[config.mk]
export PLATFORM = sky130hd
export DESIGN_NAME = decode_top
export DESIGN_NICKNAME = d
export VERILOG_FILES = /design/src/source/riscv_ctrl_pkg.sv /design/src/source/riscv_isa_pkg.sv /design/src/source/ctrl_gen.sv /design/src/source/decode_top.sv /design/src/source/instr_accept.sv /design/src/source/opcode_classify.sv /design/src/source/result_issue.sv
export VERILOG_INCLUDE_DIRS = /design/src /design/src/include
export SDC_FILE = /design/constraint.sdc
export NUM_CORES = 1
export LEC_CHECK = 0
export ABC_AREA = 1
export ABC_CLOCK_PERIOD_IN_PS = 3100
export BUFFER_PORTS_ARGS = -buffer_cell sky130_fd_sc_hd__buf_2
export CAP_MARGIN = 20
export CORE_MARGIN = 3
export CORE_UTILIZATION = 55
export DETAILED_ROUTE_END_ITERATION = 10
export PLACE_DENSITY = 0.83
export SYNTH_ARGS = -nofsm -noshare
export SYNTH_HDL_FRONTEND = slang
export SYNTH_SLANG_ARGS = --single-unit
[constraint.sdc]
create_clock -name clk_i -period 3.1 [get_ports clk_i]
set_input_delay 0.775 -clock clk_i [delete_from_list [all_inputs] [get_ports clk_i]]
set_output_delay 0.775 -clock clk_i [all_outputs]
set_load 0.01 [all_outputs]
[src/include/riscv_macros.svh]
`ifndef RISCV_MACROS_SVH
`define RISCV_MACROS_SVH

`define XLEN      32
`define ALU_OP_W  5

// instruction field widths
`define OPC_W     7
`define REG_W     5
`define FUNC3_W   3
`define FUNC7_W   7
`define IMM12_W   12

`define MRET_IMM  12'h302
`define FUNC7_ALT 7'h20

// opcode[1:0] of every 32-bit encoding
`define OPC_QUAD     2'b11

// opcode[6:2] encodings
`define OPC_LOAD     5'b00000
`define OPC_MISC_MEM 5'b00011
`define OPC_OP_IMM   5'b00100
`define OPC_AUIPC    5'b00101
`define OPC_STORE    5'b01000
`define OPC_OP       5'b01100
`define OPC_LUI      5'b01101
`define OPC_BRANCH   5'b11000
`define OPC_JALR     5'b11001
`define OPC_JAL      5'b11011
`define OPC_SYSTEM   5'b11100

`endif

[src/source/riscv_ctrl_pkg.sv]
`include "riscv_macros.svh"

package riscv_ctrl_pkg;

  typedef enum logic [1:0] {
    A_RS1  = 2'd0,
    A_PC   = 2'd1,
    A_ZERO = 2'd2
  } a_sel_e;

  typedef enum logic [2:0] {
    B_RS2   = 3'd0,
    B_IMM_I = 3'd1,
    B_IMM_U = 3'd2,
    B_IMM_S = 3'd3,
    B_INC4  = 3'd4
  } b_sel_e;

  typedef enum logic [1:0] {
    WB_ALU = 2'd0,
    WB_MEM = 2'd1
  } wb_sel_e;

  typedef enum logic [`ALU_OP_W-1:0] {
    ALU_ADD  = 5'b00000,
    ALU_SLL  = 5'b00001,
    ALU_SLTS = 5'b00010,
    ALU_SLTU = 5'b00011,
    ALU_XOR  = 5'b00100,
    ALU_SRL  = 5'b00101,
    ALU_OR   = 5'b00110,
    ALU_AND  = 5'b00111,
    ALU_SUB  = 5'b01000,
    ALU_SRA  = 5'b01101,
    ALU_EQ   = 5'b11000,   // compare ops have msb set
    ALU_NE   = 5'b11001,
    ALU_LTS  = 5'b11100,
    ALU_GES  = 5'b11101,
    ALU_LTU  = 5'b11110,
    ALU_GEU  = 5'b11111
  } alu_op_e;

  typedef enum logic [2:0] {
    LDST_B  = 3'd0,
    LDST_H  = 3'd1,
    LDST_W  = 3'd2,
    LDST_BU = 3'd4,
    LDST_HU = 3'd5
  } mem_size_e;

  typedef struct packed {
    a_sel_e    a_sel;
    b_sel_e    b_sel;
    wb_sel_e   wb_sel;
    alu_op_e   alu_op;
    mem_size_e mem_size;
    logic      mem_req;
    logic      mem_we;
    logic      gpr_we;
    logic      branch;
    logic      jal;
    logic      jalr;
    logic      mret;
    logic      illegal;
  } ctrl_t;

endpackage

[src/source/riscv_isa_pkg.sv]
`include "riscv_macros.svh"

package riscv_isa_pkg;

  typedef enum logic [3:0] {
    CLS_LOAD,
    CLS_MISC_MEM,
    CLS_OP_IMM,
    CLS_AUIPC,
    CLS_STORE,
    CLS_OP,
    CLS_LUI,
    CLS_BRANCH,
    CLS_JALR,
    CLS_JAL,
    CLS_SYSTEM,
    CLS_BAD       // bad quadrant or unknown opcode
  } opcode_class_e;

  typedef struct packed {
    logic [`FUNC7_W-1:0] func7;
    logic [`REG_W-1:0]   rs2;
    logic [`REG_W-1:0]   rs1;
    logic [`FUNC3_W-1:0] func3;
    logic [`REG_W-1:0]   rd;
    logic [`OPC_W-1:0]   opcode;
  } r_fields_t;

  typedef struct packed {
    logic [`IMM12_W-1:0] imm12;
    logic [`REG_W-1:0]   rs1;
    logic [`FUNC3_W-1:0] func3;
    logic [`REG_W-1:0]   rd;
    logic [`OPC_W-1:0]   opcode;
  } i_fields_t;

  typedef union packed {
    r_fields_t r;   // func7 view for shifts and OP
    i_fields_t i;   // imm12 view for mret
  } instr_u;

  typedef struct packed {
    instr_u        word;
    opcode_class_e cls;
  } class_word_t;

endpackage

[src/source/ctrl_gen.sv]
`timescale 1ns/1ns
`include "riscv_macros.svh"

module ctrl_gen
  import riscv_isa_pkg::*;
  import riscv_ctrl_pkg::*;
(
  input  logic        clk_i,
  input  logic        rst_i,
  input  logic        valid_i,
  output logic        ready_o,
  input  class_word_t cw_i,
  output logic        valid_o,
  input  logic        ready_i,
  output ctrl_t       ctrl_o
);

  r_fields_t rf;
  i_fields_t ifl;
  logic      alt;
  logic      imm_ok;
  logic      reg_ok;
  alu_op_e   base_op;
  alu_op_e   imm_op;
  alu_op_e   reg_op;
  ctrl_t     d;

  assign rf  = cw_i.word.r;
  assign ifl = cw_i.word.i;
  assign alt = (rf.func7 == `FUNC7_ALT);

  always_comb begin
    case (rf.func3)
      3'd0:    base_op = ALU_ADD;
      3'd1:    base_op = ALU_SLL;
      3'd2:    base_op = ALU_SLTS;
      3'd3:    base_op = ALU_SLTU;
      3'd4:    base_op = ALU_XOR;
      3'd5:    base_op = ALU_SRL;
      3'd6:    base_op = ALU_OR;
      default: base_op = ALU_AND;
    endcase
  end

  // alt func7 turns srl into sra, and add into sub for OP only
  assign imm_op = (rf.func3 == 3'd5 && alt) ? ALU_SRA : base_op;
  assign reg_op = !alt ? base_op : (rf.func3 == 3'd0) ? ALU_SUB : ALU_SRA;
  assign imm_ok = (rf.func3 == 3'd1) ? (rf.func7 == '0) :
                  (rf.func3 == 3'd5) ? (rf.func7 == '0 || alt) : 1'b1;
  assign reg_ok = (rf.func7 == '0) || (alt && (rf.func3 == 3'd0 || rf.func3 == 3'd5));

  always_comb begin
    d = '0;
    case (cw_i.cls)
      CLS_LOAD:
        if (rf.func3 inside {3'd0, 3'd1, 3'd2, 3'd4, 3'd5}) begin
          d.a_sel    = A_RS1;
          d.b_sel    = B_IMM_I;
          d.wb_sel   = WB_MEM;
          d.gpr_we   = 1'b1;
          d.mem_req  = 1'b1;
          d.mem_size = mem_size_e'(rf.func3);
        end else d.illegal = 1'b1;
      CLS_STORE:
        if (rf.func3 inside {3'd0, 3'd1, 3'd2}) begin
          d.b_sel    = B_IMM_S;
          d.mem_req  = 1'b1;
          d.mem_we   = 1'b1;
          d.mem_size = mem_size_e'(rf.func3);
        end else d.illegal = 1'b1;
      CLS_OP_IMM:
        if (imm_ok) begin
          d.a_sel  = A_RS1;
          d.b_sel  = B_IMM_I;
          d.alu_op = imm_op;
          d.gpr_we = 1'b1;
        end else d.illegal = 1'b1;
      CLS_OP:
        if (reg_ok) begin
          d.a_sel  = A_RS1;
          d.b_sel  = B_RS2;
          d.alu_op = reg_op;
          d.gpr_we = 1'b1;
        end else d.illegal = 1'b1;
      CLS_AUIPC: begin
        d.a_sel  = A_PC;
        d.b_sel  = B_IMM_U;
        d.gpr_we = 1'b1;
      end
      CLS_LUI: begin
        d.a_sel  = A_ZERO;
        d.b_sel  = B_IMM_U;
        d.gpr_we = 1'b1;
      end
      CLS_BRANCH:
        if (rf.func3[2:1] == 2'b01) d.illegal = 1'b1;   // func3 2 and 3 unused
        else begin
          d.a_sel  = A_RS1;
          d.b_sel  = B_RS2;
          d.branch = 1'b1;
          case (rf.func3)
            3'd0:    d.alu_op = ALU_EQ;
            3'd1:    d.alu_op = ALU_NE;
            3'd4:    d.alu_op = ALU_LTS;
            3'd5:    d.alu_op = ALU_GES;
            3'd6:    d.alu_op = ALU_LTU;
            default: d.alu_op = ALU_GEU;
          endcase
        end
      CLS_JAL: begin
        d.a_sel  = A_PC;
        d.b_sel  = B_INC4;
        d.jal    = 1'b1;
        d.gpr_we = 1'b1;
      end
      CLS_JALR:
        if (rf.func3 == 3'd0) begin
          d.a_sel  = A_PC;
          d.b_sel  = B_INC4;
          d.jalr   = 1'b1;
          d.gpr_we = 1'b1;
        end else d.illegal = 1'b1;
      CLS_MISC_MEM: d.illegal = (rf.func3 != 3'd0);   // fence is a no-op
      CLS_SYSTEM:
        if (rf.func3 == 3'd0 && ifl.imm12 == `MRET_IMM) d.mret = 1'b1;
        else d.illegal = 1'b1;   // csr, ecall, ebreak unsupported
      default: d.illegal = 1'b1;
    endcase
  end

  assign ready_o = !valid_o || ready_i;

  always_ff @(posedge clk_i) begin
    if (rst_i) begin
      valid_o <= 1'b0;
    end else if (ready_o) begin
      valid_o <= valid_i;
    end
  end

  always_ff @(posedge clk_i) begin
    if (valid_i && ready_o) begin
      ctrl_o <= d;
    end
  end

  a_illegal_quiet: assert property (
    @(posedge clk_i) disable iff (rst_i)
    valid_o && ctrl_o.illegal |->
      !(ctrl_o.gpr_we || ctrl_o.mem_req || ctrl_o.branch ||
        ctrl_o.jal || ctrl_o.jalr || ctrl_o.mret)
  );

endmodule

[src/source/decode_top.sv]
`timescale 1ns/1ns

module decode_top
  import riscv_isa_pkg::*;
  import riscv_ctrl_pkg::*;
(
  input  logic   clk_i,
  input  logic   rst_i,
  input  logic   instr_req_i,
  input  instr_u instr_i,
  output logic   instr_ack_o,
  output logic   dec_req_o,
  output ctrl_t  dec_o,
  input  logic   dec_ack_i
);

  logic        s1_valid;
  logic        s1_ready;
  instr_u      s1_word;
  logic        s2_valid;
  logic        s2_ready;
  class_word_t s2_cw;
  logic        s3_valid;
  logic        s3_ready;
  ctrl_t       s3_ctrl;

  instr_accept u_accept (
    .clk_i       (clk_i),
    .rst_i       (rst_i),
    .instr_req_i (instr_req_i),
    .instr_i     (instr_i),
    .instr_ack_o (instr_ack_o),
    .valid_o     (s1_valid),
    .word_o      (s1_word),
    .ready_i     (s1_ready)
  );

  opcode_classify u_classify (
    .clk_i   (clk_i),
    .rst_i   (rst_i),
    .valid_i (s1_valid),
    .ready_o (s1_ready),
    .word_i  (s1_word),
    .valid_o (s2_valid),
    .ready_i (s2_ready),
    .cw_o    (s2_cw)
  );

  ctrl_gen u_ctrl (
    .clk_i   (clk_i),
    .rst_i   (rst_i),
    .valid_i (s2_valid),
    .ready_o (s2_ready),
    .cw_i    (s2_cw),
    .valid_o (s3_valid),
    .ready_i (s3_ready),
    .ctrl_o  (s3_ctrl)
  );

  result_issue u_issue (
    .clk_i     (clk_i),
    .rst_i     (rst_i),
    .valid_i   (s3_valid),
    .ready_o   (s3_ready),
    .ctrl_i    (s3_ctrl),
    .dec_req_o (dec_req_o),
    .dec_o     (dec_o),
    .dec_ack_i (dec_ack_i)
  );

endmodule

[src/source/instr_accept.sv]
`timescale 1ns/1ns

module instr_accept
  import riscv_isa_pkg::*;
(
  input  logic   clk_i,
  input  logic   rst_i,
  input  logic   instr_req_i,
  input  instr_u instr_i,
  output logic   instr_ack_o,
  output logic   valid_o,
  output instr_u word_o,
  input  logic   ready_i
);

  logic take;

  // new req, not yet acked, and the slot is free or draining
  assign take = instr_req_i && !instr_ack_o && (!valid_o || ready_i);

  always_ff @(posedge clk_i) begin
    if (rst_i) begin
      instr_ack_o <= 1'b0;
      valid_o     <= 1'b0;
    end else begin
      if (take) begin
        instr_ack_o <= 1'b1;
      end else if (!instr_req_i) begin
        instr_ack_o <= 1'b0;   // producer dropped req
      end
      if (take) begin
        valid_o <= 1'b1;
      end else if (ready_i) begin
        valid_o <= 1'b0;
      end
    end
  end

  always_ff @(posedge clk_i) begin
    if (take) begin
      word_o <= instr_i;
    end
  end

  // ack only ever answers a req that was already up
  a_ack_needs_req: assert property (
    @(posedge clk_i) disable iff (rst_i)
    $rose(instr_ack_o) |-> $past(instr_req_i)
  );

endmodule

[src/source/opcode_classify.sv]
`timescale 1ns/1ns
`include "riscv_macros.svh"

module opcode_classify
  import riscv_isa_pkg::*;
(
  input  logic        clk_i,
  input  logic        rst_i,
  input  logic        valid_i,
  output logic        ready_o,
  input  instr_u      word_i,
  output logic        valid_o,
  input  logic        ready_i,
  output class_word_t cw_o
);

  opcode_class_e cls;

  always_comb begin
    cls = CLS_BAD;
    if (word_i.r.opcode[1:0] == `OPC_QUAD) begin
      case (word_i.r.opcode[6:2])
        `OPC_LOAD:     cls = CLS_LOAD;
        `OPC_MISC_MEM: cls = CLS_MISC_MEM;
        `OPC_OP_IMM:   cls = CLS_OP_IMM;
        `OPC_AUIPC:    cls = CLS_AUIPC;
        `OPC_STORE:    cls = CLS_STORE;
        `OPC_OP:       cls = CLS_OP;
        `OPC_LUI:      cls = CLS_LUI;
        `OPC_BRANCH:   cls = CLS_BRANCH;
        `OPC_JALR:     cls = CLS_JALR;
        `OPC_JAL:      cls = CLS_JAL;
        `OPC_SYSTEM:   cls = CLS_SYSTEM;
        default:       cls = CLS_BAD;
      endcase
    end
  end

  assign ready_o = !valid_o || ready_i;

  always_ff @(posedge clk_i) begin
    if (rst_i) begin
      valid_o <= 1'b0;
    end else if (ready_o) begin
      valid_o <= valid_i;
    end
  end

  always_ff @(posedge clk_i) begin
    if (valid_i && ready_o) begin
      cw_o.word <= word_i;
      cw_o.cls  <= cls;
    end
  end

endmodule

[src/source/result_issue.sv]
`timescale 1ns/1ns

module result_issue
  import riscv_ctrl_pkg::*;
(
  input  logic  clk_i,
  input  logic  rst_i,
  input  logic  valid_i,
  output logic  ready_o,
  input  ctrl_t ctrl_i,
  output logic  dec_req_o,
  output ctrl_t dec_o,
  input  logic  dec_ack_i
);

  // idle only once the previous four-phase cycle has closed
  assign ready_o = !dec_req_o && !dec_ack_i;

  always_ff @(posedge clk_i) begin
    if (rst_i) begin
      dec_req_o <= 1'b0;
    end else if (valid_i && ready_o) begin
      dec_req_o <= 1'b1;
    end else if (dec_req_o && dec_ack_i) begin
      dec_req_o <= 1'b0;   // consumer took it
    end
  end

  always_ff @(posedge clk_i) begin
    if (valid_i && ready_o) begin
      dec_o <= ctrl_i;
    end
  end

  a_payload_stable: assert property (
    @(posedge clk_i) disable iff (rst_i)
    dec_req_o && !dec_ack_i |=> $stable(dec_o)
  );

endmodule

# Yosys cells after proc, flatten, opt, wreduce, memory -nomap -nowiden
# Memories as Yosys holds them, arrays and structs flattened. A register that Yosys moved wholly into a read port is not among the register bits.
# Index checks and enable logic that the tools add are counted.
# totals
reg_bits	115
latch_bits	0
mem_bits_rw	0
rom_bits	128
in_bits	36
output_inout_bits	25
wordCells	131
memories	1
# op_classes
n_addsub	0
n_mul	0
div_mod_pow	0
magnitude_cmp	0
n_eq_ne	21
n_shift	0
mux	42
bitwise	0
n_reduce_logical	34
# mem_list
memory	words	word_bits	read_ports	rd_clocked_by_memory_dff	wr	line	text
(name not given)	32	4	1	1	0	opcode_classify.sv:22	case (word_i.r.opcode[6:2])
# op_table
op	n
$mux W5	5
$mux W1	23
$pmux W3 S7	1
$pmux W3 S6	1
$eq A4 B3 Y1 const B	4
$pmux W3 S5	1
$pmux W5 S3	1
$eq A12 B10 Y1 const B	1
$eq A4 B4 Y1 const B	3
$mux W4	3
$logic_and A1 B1 Y1	10
$pmux W2 S5	1
$eq A3 B3 Y1 const B	3
$pmux W1 S9	1
$eq A4 B2 Y1 const B	2
$pmux W4 S2	1
$eq A7 B6 Y1 const B	1
$logic_not A1 Y1	7
$logic_not A7 Y1	1
$eq A3 B2 Y1 const B	2
$logic_or A1 B1 Y1	6
$mux W3	2
$reduce_bool A3 Y1	2
$pmux W1 S5	1
12 further kinds	14

# Depth between registers and ports, before layout
# Gate-level depths: netlist of the first run.
# depth
word_depth	7
ltp_mapped	9
mapped_depth_nobuf	9

# Modules after synthesis
# Synthesis of the first run repeated with hierarchy kept, for this count alone.
# hier_totals
hier_cells	314
area_unflattened_um2	4408.0
# by_module_without_submodules
mod	n_inst	cells_each	area_per_inst_um2	seq_area_each_um2
opcode_classify	1	80	1336.3	1101.1
ctrl_gen	1	155	1268.7	680.7
instr_accept	1	45	1049.8	1001.0
result_issue	1	34	753.2	710.7

# Worst setup path before layout of the first run
# OpenSTA, ideal clock, no wires.
# synth_path
kind	input-to-reg
from	in dec_ack_i
to	reg u_issue.dec_o[0] (netlist name)
setup_ns	0.433
arrival_time_ns	2.441
t_required_ns	2.667
setup_slack_ns	0.226
stages	1
n_path_buf	0
cell_sequence	nor3b_1
# synth_between
elab_chain_cells	3
# synth_lines
element	line	text
start, declared	decode_top.sv:14	input logic dec_ack_i
$logic_not A1 Y1	result_issue.sv:17	assign ready_o = !dec_req_o && !dec_ack_i;
$logic_and A1 B1 Y1	result_issue.sv:17	
$logic_and A1 B1 Y1	result_issue.sv:30	if (valid_i && ready_o) begin
# Every way passes these cells.
# A chain may end at the register's enable or synchronous reset.

# Worst setup path after layout of the first run
# layout_path
from	in dec_ack_i
to	reg u_accept.word_o[23] (netlist name) (enable)
# layout_between
elab_chain_cells	6
# layout_lines
element	line	text
$logic_not A1 Y1	result_issue.sv:17	
$logic_and A1 B1 Y1	result_issue.sv:17	
$logic_or A1 B1 Y1	ctrl_gen.sv:131	assign ready_o = !valid_o || ready_i;
$logic_or A1 B1 Y1	opcode_classify.sv:39	assign ready_o = !valid_o || ready_i;
$logic_or A1 B1 Y1	instr_accept.sv:19	assign take = instr_req_i && !instr_ack_o && (!valid_o || ready_i);
$logic_and A1 B1 Y1	instr_accept.sv:19	
named net u_accept.take	instr_accept.sv:16	logic take;
end signal, assigned	instr_accept.sv:41	word_o <= instr_i;
end, declared	instr_accept.sv:12	output instr_u word_o,
# The timed path passes the listed nets, and every way through them passes these cells.

==> results.txt, run 1 <==
The number of iterations in the first detailed-routing pass was 4; the number of register bits inferred by synthesis was 90. The count of vias placed by the detailed router came out at 2,024. The tightest min-delay check is of the reg -> reg type. After the first detailed-routing iteration, the DRC count stood at 123. The power density normalized to cell area is 580 nW/um2. The logs give 0.00759 ns for the worst clock skew on the final layout and 448 for the number of fill cells in the layout. The worst pin sits at a relative slew slack of 49.7%. The run gives 0 as the buffers inserted during post-CTS setup optimization. The vias per cell is 5.00, and the number of cells in the design after placement is 389.

The insertion delay to the later sink of the worst-skew pair was 0.34 ns. The synthesis warning total is 0, and the signal arrival time at the worst endpoint is 1.93 ns. Summing every instance area after synthesis gives 3470 um2.

The footprint of the flip-flops and latches came out at 2650 um2. The routed wire length is 5070 um. After synthesis, the netlist uses 26 different library cells.

The count of buffers added on input and output ports is 49. The logs give 8200 um for the global-route wire length before repair and 61 for the count of pins on the block boundary. The flow ran to the end, and the final reports show no timing, DRC or antenna violations. The number of nets in the synthesized netlist is 303.

At the worst endpoint, the required time is 3.08 ns. The worst setup path is launched from an input port. Leaving out filler cells and counting taps, the final layout contains 405. The total area inside the core boundary comes to 6030 um2.

The average wire per cell in the routed design was 12.5 um; the proportion of total power due to net switching was 18.1%. The worst-path cell with the longest stage delay is inv_1. From bottom edge to top edge, the die measures 85.5 um. The diode insertion count for antenna repair is 0, and the effective utilization at floorplan is 57.7%. The die outline width is 85.5 um, and the synthesized area divided by synthesized cell count is 13.1 um2. The logs give 1.56 nW for the leakage power and 23 for the largest net degree at the start of global routing. Category of the critical setup timing path: in -> reg.

The logs give 0 for the final max-slew violation count and 2 for the maximum clock path buffer count. For the total die area, the log shows 7310 um2. Global routing consumed, over all layers together, 15.0% of the routing resources. The number of routed nets with antenna violations was 0; the highest clock frequency the design can meet was 511 MHz. The slew at the pin closest to its max-slew limit is 0.753 ns, and the number of antenna violations at the first check in global routing is 0. The final-layout setup total negative slack is 0 ns. The kind of end point of the critical path is a flip-flop. TritonCTS built the clock tree. Combinational cells account for 3.2% of the total power. Area growth from synthesis to final layout: 16.6%. The clock slew seen by the registers of the worst setup and hold paths is 0.07 ns. The tools report the multi-input combinational cell area as 684 um2. After layout, the worst path uses 63.1% of the clock period. For the CTS H-tree depth, the log shows 3. Clock tree synthesis selected as its root buffer the cell clkbuf_8.

The clock network is responsible for 37.7% of the overall power. The internal power of the cells totals 1.93 mW. On the worst path, the slowest cell contributes a delay of 0.56 ns. The run gives 3820 um2 as the standard cell area after detailed placement.

Along the worst path, the maximum fanout reaches 22. The clock period could shrink to 1.96 ns. The logs give 76.3% for the sequential element share of the synthesized area and 0 for the max-capacitance violation count.

Setup violations remaining at the end of the flow were counted as 0. Once detailed placement completed, the half-perimeter wirelength came to 3690 um. Sequential cells burn 59.0% of the power. After routing the design area is 4050 um2. The peak supply drop is 0.518 mV. Cells with a size suffix above 1 make up 26.7% of the layout. The logs give 0 for the total congestion overflow and 9 for the total CTS buffers.

The floorplan has 28 rows. The logs give 0 for the number of hold violations in the final report and 265 for the gate count after technology mapping. The run gives 0 as the number of DRC violations after detailed routing. Setup repair after global routing left no endpoint under its margin.

For this run, the post-layout net count is 363. The number of buffers inserted by hold repair at cts was 0; the net switching power was 0.424 mW. The completed layout was analyzed and its total power is 2.35 mW. Number of global-route vias before repair: 1,916.

The congestion estimate from routability-driven global placement came to 0.814. The number of gates resized after CTS was 0. Traced cell by cell, the critical path runs through buf_2 > o21ai_1 > nor2_1 > nand2_1 > nand3_1 > inv_1. TritonCTS sink count: 90.
logic make-up after synthesis:
logic type,after synthesis,share of synthesized area (%)
AND/OR/NAND/NOR,116,15.5
adder cells (fa/ha/maj),2,0.720
flip-flops,90,76.3
other,1,0.108
buffers and inverters,36,4.10
AO/OA/AOI/OAI,20,3.24
path summary, 6_finish.rpt:
kind                                                startpoint                             to  slack, ns  depth (start not counted)
worst max-delay path                                 dec_ack_i  u_accept.word_o[23]$_DFFE_PP_       1.14                          6
worst min-delay path             u_accept.word_o[22]$_DFFE_PP_  u_classify.cw_o[26]$_DFFE_PP_       0.42                          0
worst max register to register  u_issue.dec_req_o$_SDFFE_PP0P_  u_accept.word_o[23]$_DFFE_PP_       1.32                          5
worst min register to register   u_accept.word_o[22]$_DFFE_PP_  u_classify.cw_o[26]$_DFFE_PP_       0.42                          0
flip-flops by register name (all words and copies together) (netlist names):
name and count:
u_accept.instr_ack_o 1, u_ctrl.valid_o 1, u_classify.valid_o 1, u_accept.word_o 22, u_issue.dec_req_o 1, u_accept.valid_o 1
u_issue.dec_o 22, u_ctrl.ctrl_o 22, u_classify.cw_o 19
layout make-up:
| class | count | share of cell area, % |
|---|---|---|
| flip-flops and latches | 90 | 65.5 |
| clock buffers | 10 | 3.15 |
| clock inverters | 6 | 2.59 |
| repair buffers | 51 | 6.42 |
| multi-input cells | 139 | 16.9 |
| inverters | 34 | 3.15 |
| well taps | 75 | 2.32 |
Yosys cell counts, drive strengths merged:
| master | n | area (um2) |
|---|---|---|
| a21oi | 10 | 50.1 |
| buf | 2 | 15.0 |
| conb | 1 | 3.75 |
| dfxtp | 5 | 100 |
| edfxtp | 85 | 2550 |
| ha | 2 | 25.0 |
| inv | 34 | 128 |
| nand2 | 46 | 180 |
| nand3 | 21 | 110 |
| nand3b | 1 | 7.51 |
| nand4 | 2 | 12.5 |
| nor2 | 40 | 185 |
| nor3 | 5 | 35.0 |
| nor3b | 1 | 7.51 |
| o2111ai | 1 | 8.76 |
| o211ai | 1 | 7.51 |
| o21ai | 7 | 38.8 |
| o31ai | 1 | 7.51 |
power groups by stage:
stage                     logic, mW  registers (mW)  clock network [mW]
after floorplan              0.0460            1.41                   0
after global placement       0.0720            1.41                   0
after detailed placement     0.0762            1.42                   0
after CTS                    0.0766            1.39               0.912
after global routing         0.0872            1.39               0.961
final                        0.0763            1.39               0.887
worst max-delay path, delay by kind of cell:
| kind | cells | cell delay (ns) |
|---|---|---|
| AO/OA/AOI/OAI | 1 | 0.20 |
| buffers and inverters | 2 | 0.68 |
| AND/OR/NAND/NOR | 3 | 0.27 |
placed cells by master, fill, tap and decap left out, drive strengths merged:
cell type,instances
a21oi,10
buf,51
bufinv,3
clkbuf,10
clkinv,2
clkinvlp,1
conb,1
dfxtp,5
edfxtp,85
ha,2
inv,34
nand2,46
nand3,21
nand3b,1
nand4,2
nor2,40
nor3,5
nor3b,1
o2111ai,1
o211ai,1
o21ai,7
o31ai,1
metrics by stage:
stage | utilization [%] | hold slack [ns] | setup WS (ns)
after floorplan | - | 0.400 | 0.226
after global placement | 63.4 | 0.402 | 0.803
after detailed placement | 63.4 | 0.405 | 0.774
after CTS | 67.2 | 0.422 | 1.16
after global routing | 67.2 | 0.429 | 0.979
final | 67.2 | 0.420 | 1.14
metal layers:
| layer | up-vias | part of all wire, % | GRT usage (%) |
|---|---|---|---|
| li1 | 1031 | - | - |
| met1 | 909 | 39 | 15.4 |
| met2 | 72 | 51 | 26.7 |
| met3 | 12 | 6.9 | 4.85 |
| met4 | 0 | 2.6 | 8.35 |
| met5 | - | 0 | 0 |
Note: power is estimated with default switching activity, not from simulation.
==> run 2, diff against run 1 <==
--- a/config.mk
+++ b/config.mk
@@ -6,14 +6,14 @@
 export SDC_FILE = /design/constraint.sdc
 export NUM_CORES = 1
 export LEC_CHECK = 0
-export ABC_AREA = 1
-export ABC_CLOCK_PERIOD_IN_PS = 3100
+export ABC_AREA = 0
+export ABC_CLOCK_PERIOD_IN_PS = 1910
 export BUFFER_PORTS_ARGS = -buffer_cell sky130_fd_sc_hd__buf_2
 export CAP_MARGIN = 20
 export CORE_MARGIN = 3
 export CORE_UTILIZATION = 55
 export DETAILED_ROUTE_END_ITERATION = 10
-export PLACE_DENSITY = 0.83
+export PLACE_DENSITY = 0.82
 export SYNTH_ARGS = -nofsm -noshare
 export SYNTH_HDL_FRONTEND = slang
 export SYNTH_SLANG_ARGS = --single-unit
==> constraint.sdc (replaced) <==
create_clock -name clk_i -period 1.91 [get_ports clk_i]
set_input_delay 0.4775 -clock clk_i [delete_from_list [all_inputs] [get_ports clk_i]]
set_output_delay 0.4775 -clock clk_i [all_outputs]
set_load 0.01 [all_outputs]
==> results.txt, run 2 <==
The run finished with clean final reports. Commonest cells after routing, fill and taps aside: 85 x edfxtp_1, 49 x buf_2, 17 x nor2_1, 12 x nand2_1, 12 x a21oi_1 (was 85 x edfxtp_1, 49 x buf_2, 43 x nand2_1, 32 x nor2_1, 26 x inv_1). The largest net degree at the start of global routing is 23 (unchanged), and the largest stage delay on the critical path is 0.57 ns (was 0.56 ns).

The logs give 4 (unchanged) for the number of iterations in the first detailed-routing pass and 133 (was 123) for the detailed router's first-iteration violation count. For the diode insertion count for antenna repair, the log shows 0 (unchanged). Number of cells traversed by the worst hold path: 1 (was 0). Floorplan die height: 86.5 um (was 85.5 um).

The most frequent standard cell in the layout excluding fill and tap cells was edfxtp_1 (unchanged). The period utilization is 97.2%, and the number of DRC violations after detailed routing is 0 (unchanged). The number of routed nets with antenna violations was 0 (unchanged); the number of global-route vias before repair was 1,921 (was 1,916).

The run gives 0 (unchanged) as the setup violation total in the final timing report. The startpoint of the tightest hold check path was instr_i[1] (was u_accept.word_o[22]$_DFFE_PP_). The number of register bits inferred by synthesis works out to 90 (unchanged). The insertion delay to the later sink of the worst-skew pair was 0.35 ns (was 0.34 ns); the fraction of post-synthesis cell area in the top cell type by area was 71.6% (was 73.5%). The total die area was 7480 um2 (was 7310 um2); the sequential element share of the synthesized area was 74.4% (was 76.3%). The leakage power came out at 1.47 nW (was 1.56 nW). Routed wire length: 5320 um (was 5070 um). The signal arrival time at the worst endpoint is 1.94 ns (was 1.93 ns), and the power density normalized to cell area is 917 nW/um2 (was 580 nW/um2). The number of cells in the design after placement is 361 (was 389). The data required time at the worst endpoint came out at 1.99 ns (was 3.08 ns). The count of vias placed by the detailed router was 2,048 (was 2,024). Worst min-delay path class: in -> reg (was reg -> reg). TritonCTS built the clock tree. The net count of the finished layout is 335 (was 363), and the minimum clock period is 1.86 ns. The effective utilization at floorplan came out at 58.5% (was 57.7%). The share of flip-flops with an asynchronous set or reset was 0% (unchanged).

Standard cell area after detailed placement: 3960 um2 (was 3820 um2). The sum of internal, switching and leakage power was 3.86 mW (was 2.35 mW). The category of the critical setup timing path is reg -> reg (was in -> reg).

The tools report the TritonCTS sink count as 90 (unchanged). The cell area after layout is 4210 um2 (was 4050 um2). The highest clock frequency the design can meet is 539 MHz, and the clock slew seen by the registers of the worst setup and hold paths is 0.08 ns (was 0.07 ns). For the area of the core, the log shows 6100 um2 (was 6030 um2). The average wire per cell in the routed design is 14.1 um (was 12.5 um). The total CTS buffers was 9 (unchanged).

The run gives 51 (was 26) as the number of distinct library cell variants in the gate-level netlist after synthesis. The global-route wire length before repair came out at 8600 um (was 8200 um). The total of buffers placed on input and output ports is 49 (unchanged), and the maximum clock path buffer count is 2 (unchanged). Worst-case reg-to-reg path depth: 5 (unchanged).

The cell with the most instances after synthesis is edfxtp_1 (unchanged). The dominant cell type by area after synthesis is edfxtp_1 (unchanged). Kind of start point of the critical path: a flip-flop (was an input port).

The largest fanout on the critical path is 2 (was 22), and the mapped cell area is 3560 um2 (was 3470 um2). The worst clock skew on the final layout is 0.00969 ns (was 0.00759 ns). The setup slack on the worst flop-to-flop path was 0.05 ns (was 1.32 ns); the area growth from synthesis to final layout was 18.1% (was 16.6%). Cells along the critical path: or4_4 > nor4_2 > nand2_1 > o31ai_2 > nand3_1 (was buf_2 > o21ai_1 > nor2_1 > nand2_1 > nand3_1 > inv_1). The peak supply drop was 0.608 mV (was 0.518 mV); the HPWL after detailed placement was 3700 um (was 3690 um). The hold path endpoint was u_accept.word_o[1]$_DFFE_PP_ (was u_classify.cw_o[26]$_DFFE_PP_).

The final max-slew violation count came out at 0 (unchanged). Prevailing post-synth register cell: edfxtp_1 (unchanged). Die outline width: 86.5 um (was 85.5 um).

The destination of the worst register-to-register timing path is u_ctrl.ctrl_o[0]$_DFFE_PP_ (was u_accept.word_o[23]$_DFFE_PP_). The number of nets in the synthesized netlist was 275 (was 303); the total congestion overflow was 0 (unchanged). For the number of hold violations in the final report, the log shows 0 (unchanged). The logs give 439 (was 448) for the number of fill cells in the layout and 15.4% (was 15.0%) for the global-route usage over all layers. The run gives 3 (unchanged) as the CTS H-tree depth.

Largest registers: u_accept.word_o (22), u_ctrl.ctrl_o (22), u_issue.dec_o (22) (unchanged). The max-capacitance violation count is 0 (unchanged), and the fraction of final layout cells with drive strength greater than 1 is 29.8% (was 26.7%). The number of antenna violations at the first check in global routing is 0 (unchanged), and the gate count after technology mapping is 237 (was 265). For the synthesis warning total, the log shows 0 (unchanged). The tools report the worst reg2reg path startpoint as u_classify.cw_o[29]$_DFFE_PP_ (was u_issue.dec_req_o$_SDFFE_PP0P_). The cell type group with the largest total delay on the critical path is simple AND/OR/NAND/NOR gates (was buffers and inverters). The vias per cell was 5.43 (was 5.00). The number of flops mapped to enable cells by yosys was 85 (unchanged).

The standard-cell row count is 28 (unchanged). Area contributors post-synth: edfxtp_1 72%, dfxtp_1 2.8%, nor2_1 1.8% (was edfxtp_1 73%, nand2_1 4.6%, nor2_1 3.5%). For the number of non-filler instances in the completed layout, the log shows 377 (was 405). The cell at the root of the clock tree was clkbuf_8 (unchanged). Synthesized area divided by synthesized cell count: 15.0 um2 (was 13.1 um2). Top cells by count, synth: 85 x edfxtp_1, 17 x nor2_1, 12 x a21oi_1, 12 x nand2_1, 10 x o21ai_0 (was 85 x edfxtp_1, 43 x nand2_1, 32 x nor2_1).

Count of pins on the block boundary: 61 (unchanged). The worst-path cell with the longest stage delay was or4_4 (was inv_1). The run gives 0.874 (was 0.814) as the weighted congestion at the end of routability-driven global placement. Kind of end point of the critical path: a flip-flop (unchanged).

Buffering stage count on the worst path with inverters included: 0 (was 2).
## run 2: changes by cell type in the layout (fill, tap and decap cells not counted), sizes merged, moves of 6 or more
cell | before | now
nand2b | 0 | 6
nand3 | 21 | 6
nor2 | 40 | 17
nand2 | 46 | 12
inv | 34 | 5
buf | 51 | 62
## run 2: repair_timing
item	in CTS	in global routing
gates resized for setup	0	2
endpoints found under the setup margin	0	1
hold buffers	0	0
setup buffers	0	0
## run 2: area by class of cell
type                       count  area (um2)  share of cell area (%)
sequential                    90        2650                    63.0
multi-input combinational    129         843                    20.0
timing repair buffer          62         368                    8.74
clock buffer                  10         128                    3.03
clock inverter                 6         105                    2.50
tap                           75        93.8                    2.23
inverter                       5        18.8                   0.446
## run 2: power breakdown
part / switching (mW) / total [mW] / leakage (nW) / internal [mW]
logic: 0.0811 / 0.148 / 0.574 / 0.0670
clock network: 0.588 / 1.45 / 0.120 / 0.862
registers: 0.0383 / 2.26 / 0.778 / 2.22
## run 2: worst max path at each step
stage                                              from                               end  slack [ns]  depth (start not counted)
after CTS                 u_classify.cw_o[29]$_DFFE_PP_        u_ctrl.ctrl_o[0]$_DFFE_PP_        0.02                          5
after global routing      u_classify.cw_o[29]$_DFFE_PP_        u_ctrl.ctrl_o[0]$_DFFE_PP_      -0.005                          5
after global placement    u_classify.cw_o[29]$_DFFE_PP_        u_ctrl.ctrl_o[0]$_DFFE_PP_        0.08                          5
after detailed placement  u_classify.cw_o[29]$_DFFE_PP_        u_ctrl.ctrl_o[0]$_DFFE_PP_        0.04                          5
after floorplan                               dec_ack_i  u_classify.cw_o[0]$_SDFFCE_PP1P_       -0.18                          2
final                     u_classify.cw_o[29]$_DFFE_PP_        u_ctrl.ctrl_o[0]$_DFFE_PP_        0.05                          5
## run 2: routing by layer
layer  share of wire (%)  vias up  wire length, um  global-route usage, %
li1                    -     1026                -                      -
met1                  40      942             2150                   16.9
met2                  51       69             2720                   27.1
met3                 6.3       11              333                   4.18
met4                 2.3        0              120                   8.07
met5                   0        -                0                      0
## run 2: cell families (layout without fill, tap and decap cells)
logic type | after synthesis | after routing | synth area share [%]
buffers and inverters | 18 | 83 | 2.81
XOR/XNOR | 2 | 2 | 0.492
flip-flops | 90 | 90 | 74.4
AND/OR/NAND/NOR | 75 | 75 | 12.0
adder cells (fa/ha/maj) | 2 | 2 | 0.702
other | 1 | 1 | 0.105
multiplexers | 1 | 1 | 0.281
AO/OA/AOI/OAI | 48 | 48 | 9.13
## run 2: metrics by stage
| step | TNS, ns | setup WS (ns) | utilization (%) | hold slack [ns] |
|---|---|---|---|---|
| 2_1_floorplan | -3.50 | -0.184 | - | 0.400 |
| 3_5_place_dp | 0 | 0.0374 | 65.0 | 0.405 |
| 3_3_place_gp | 0 | 0.0790 | 65.0 | 0.401 |
| 4_1_cts | 0 | 0.0214 | 68.8 | 0.281 |
| 6_report | 0 | 0.0537 | 69.0 | 0.303 |
| 5_1_grt | -0.00457 | -0.00457 | 69.0 | 0.283 |
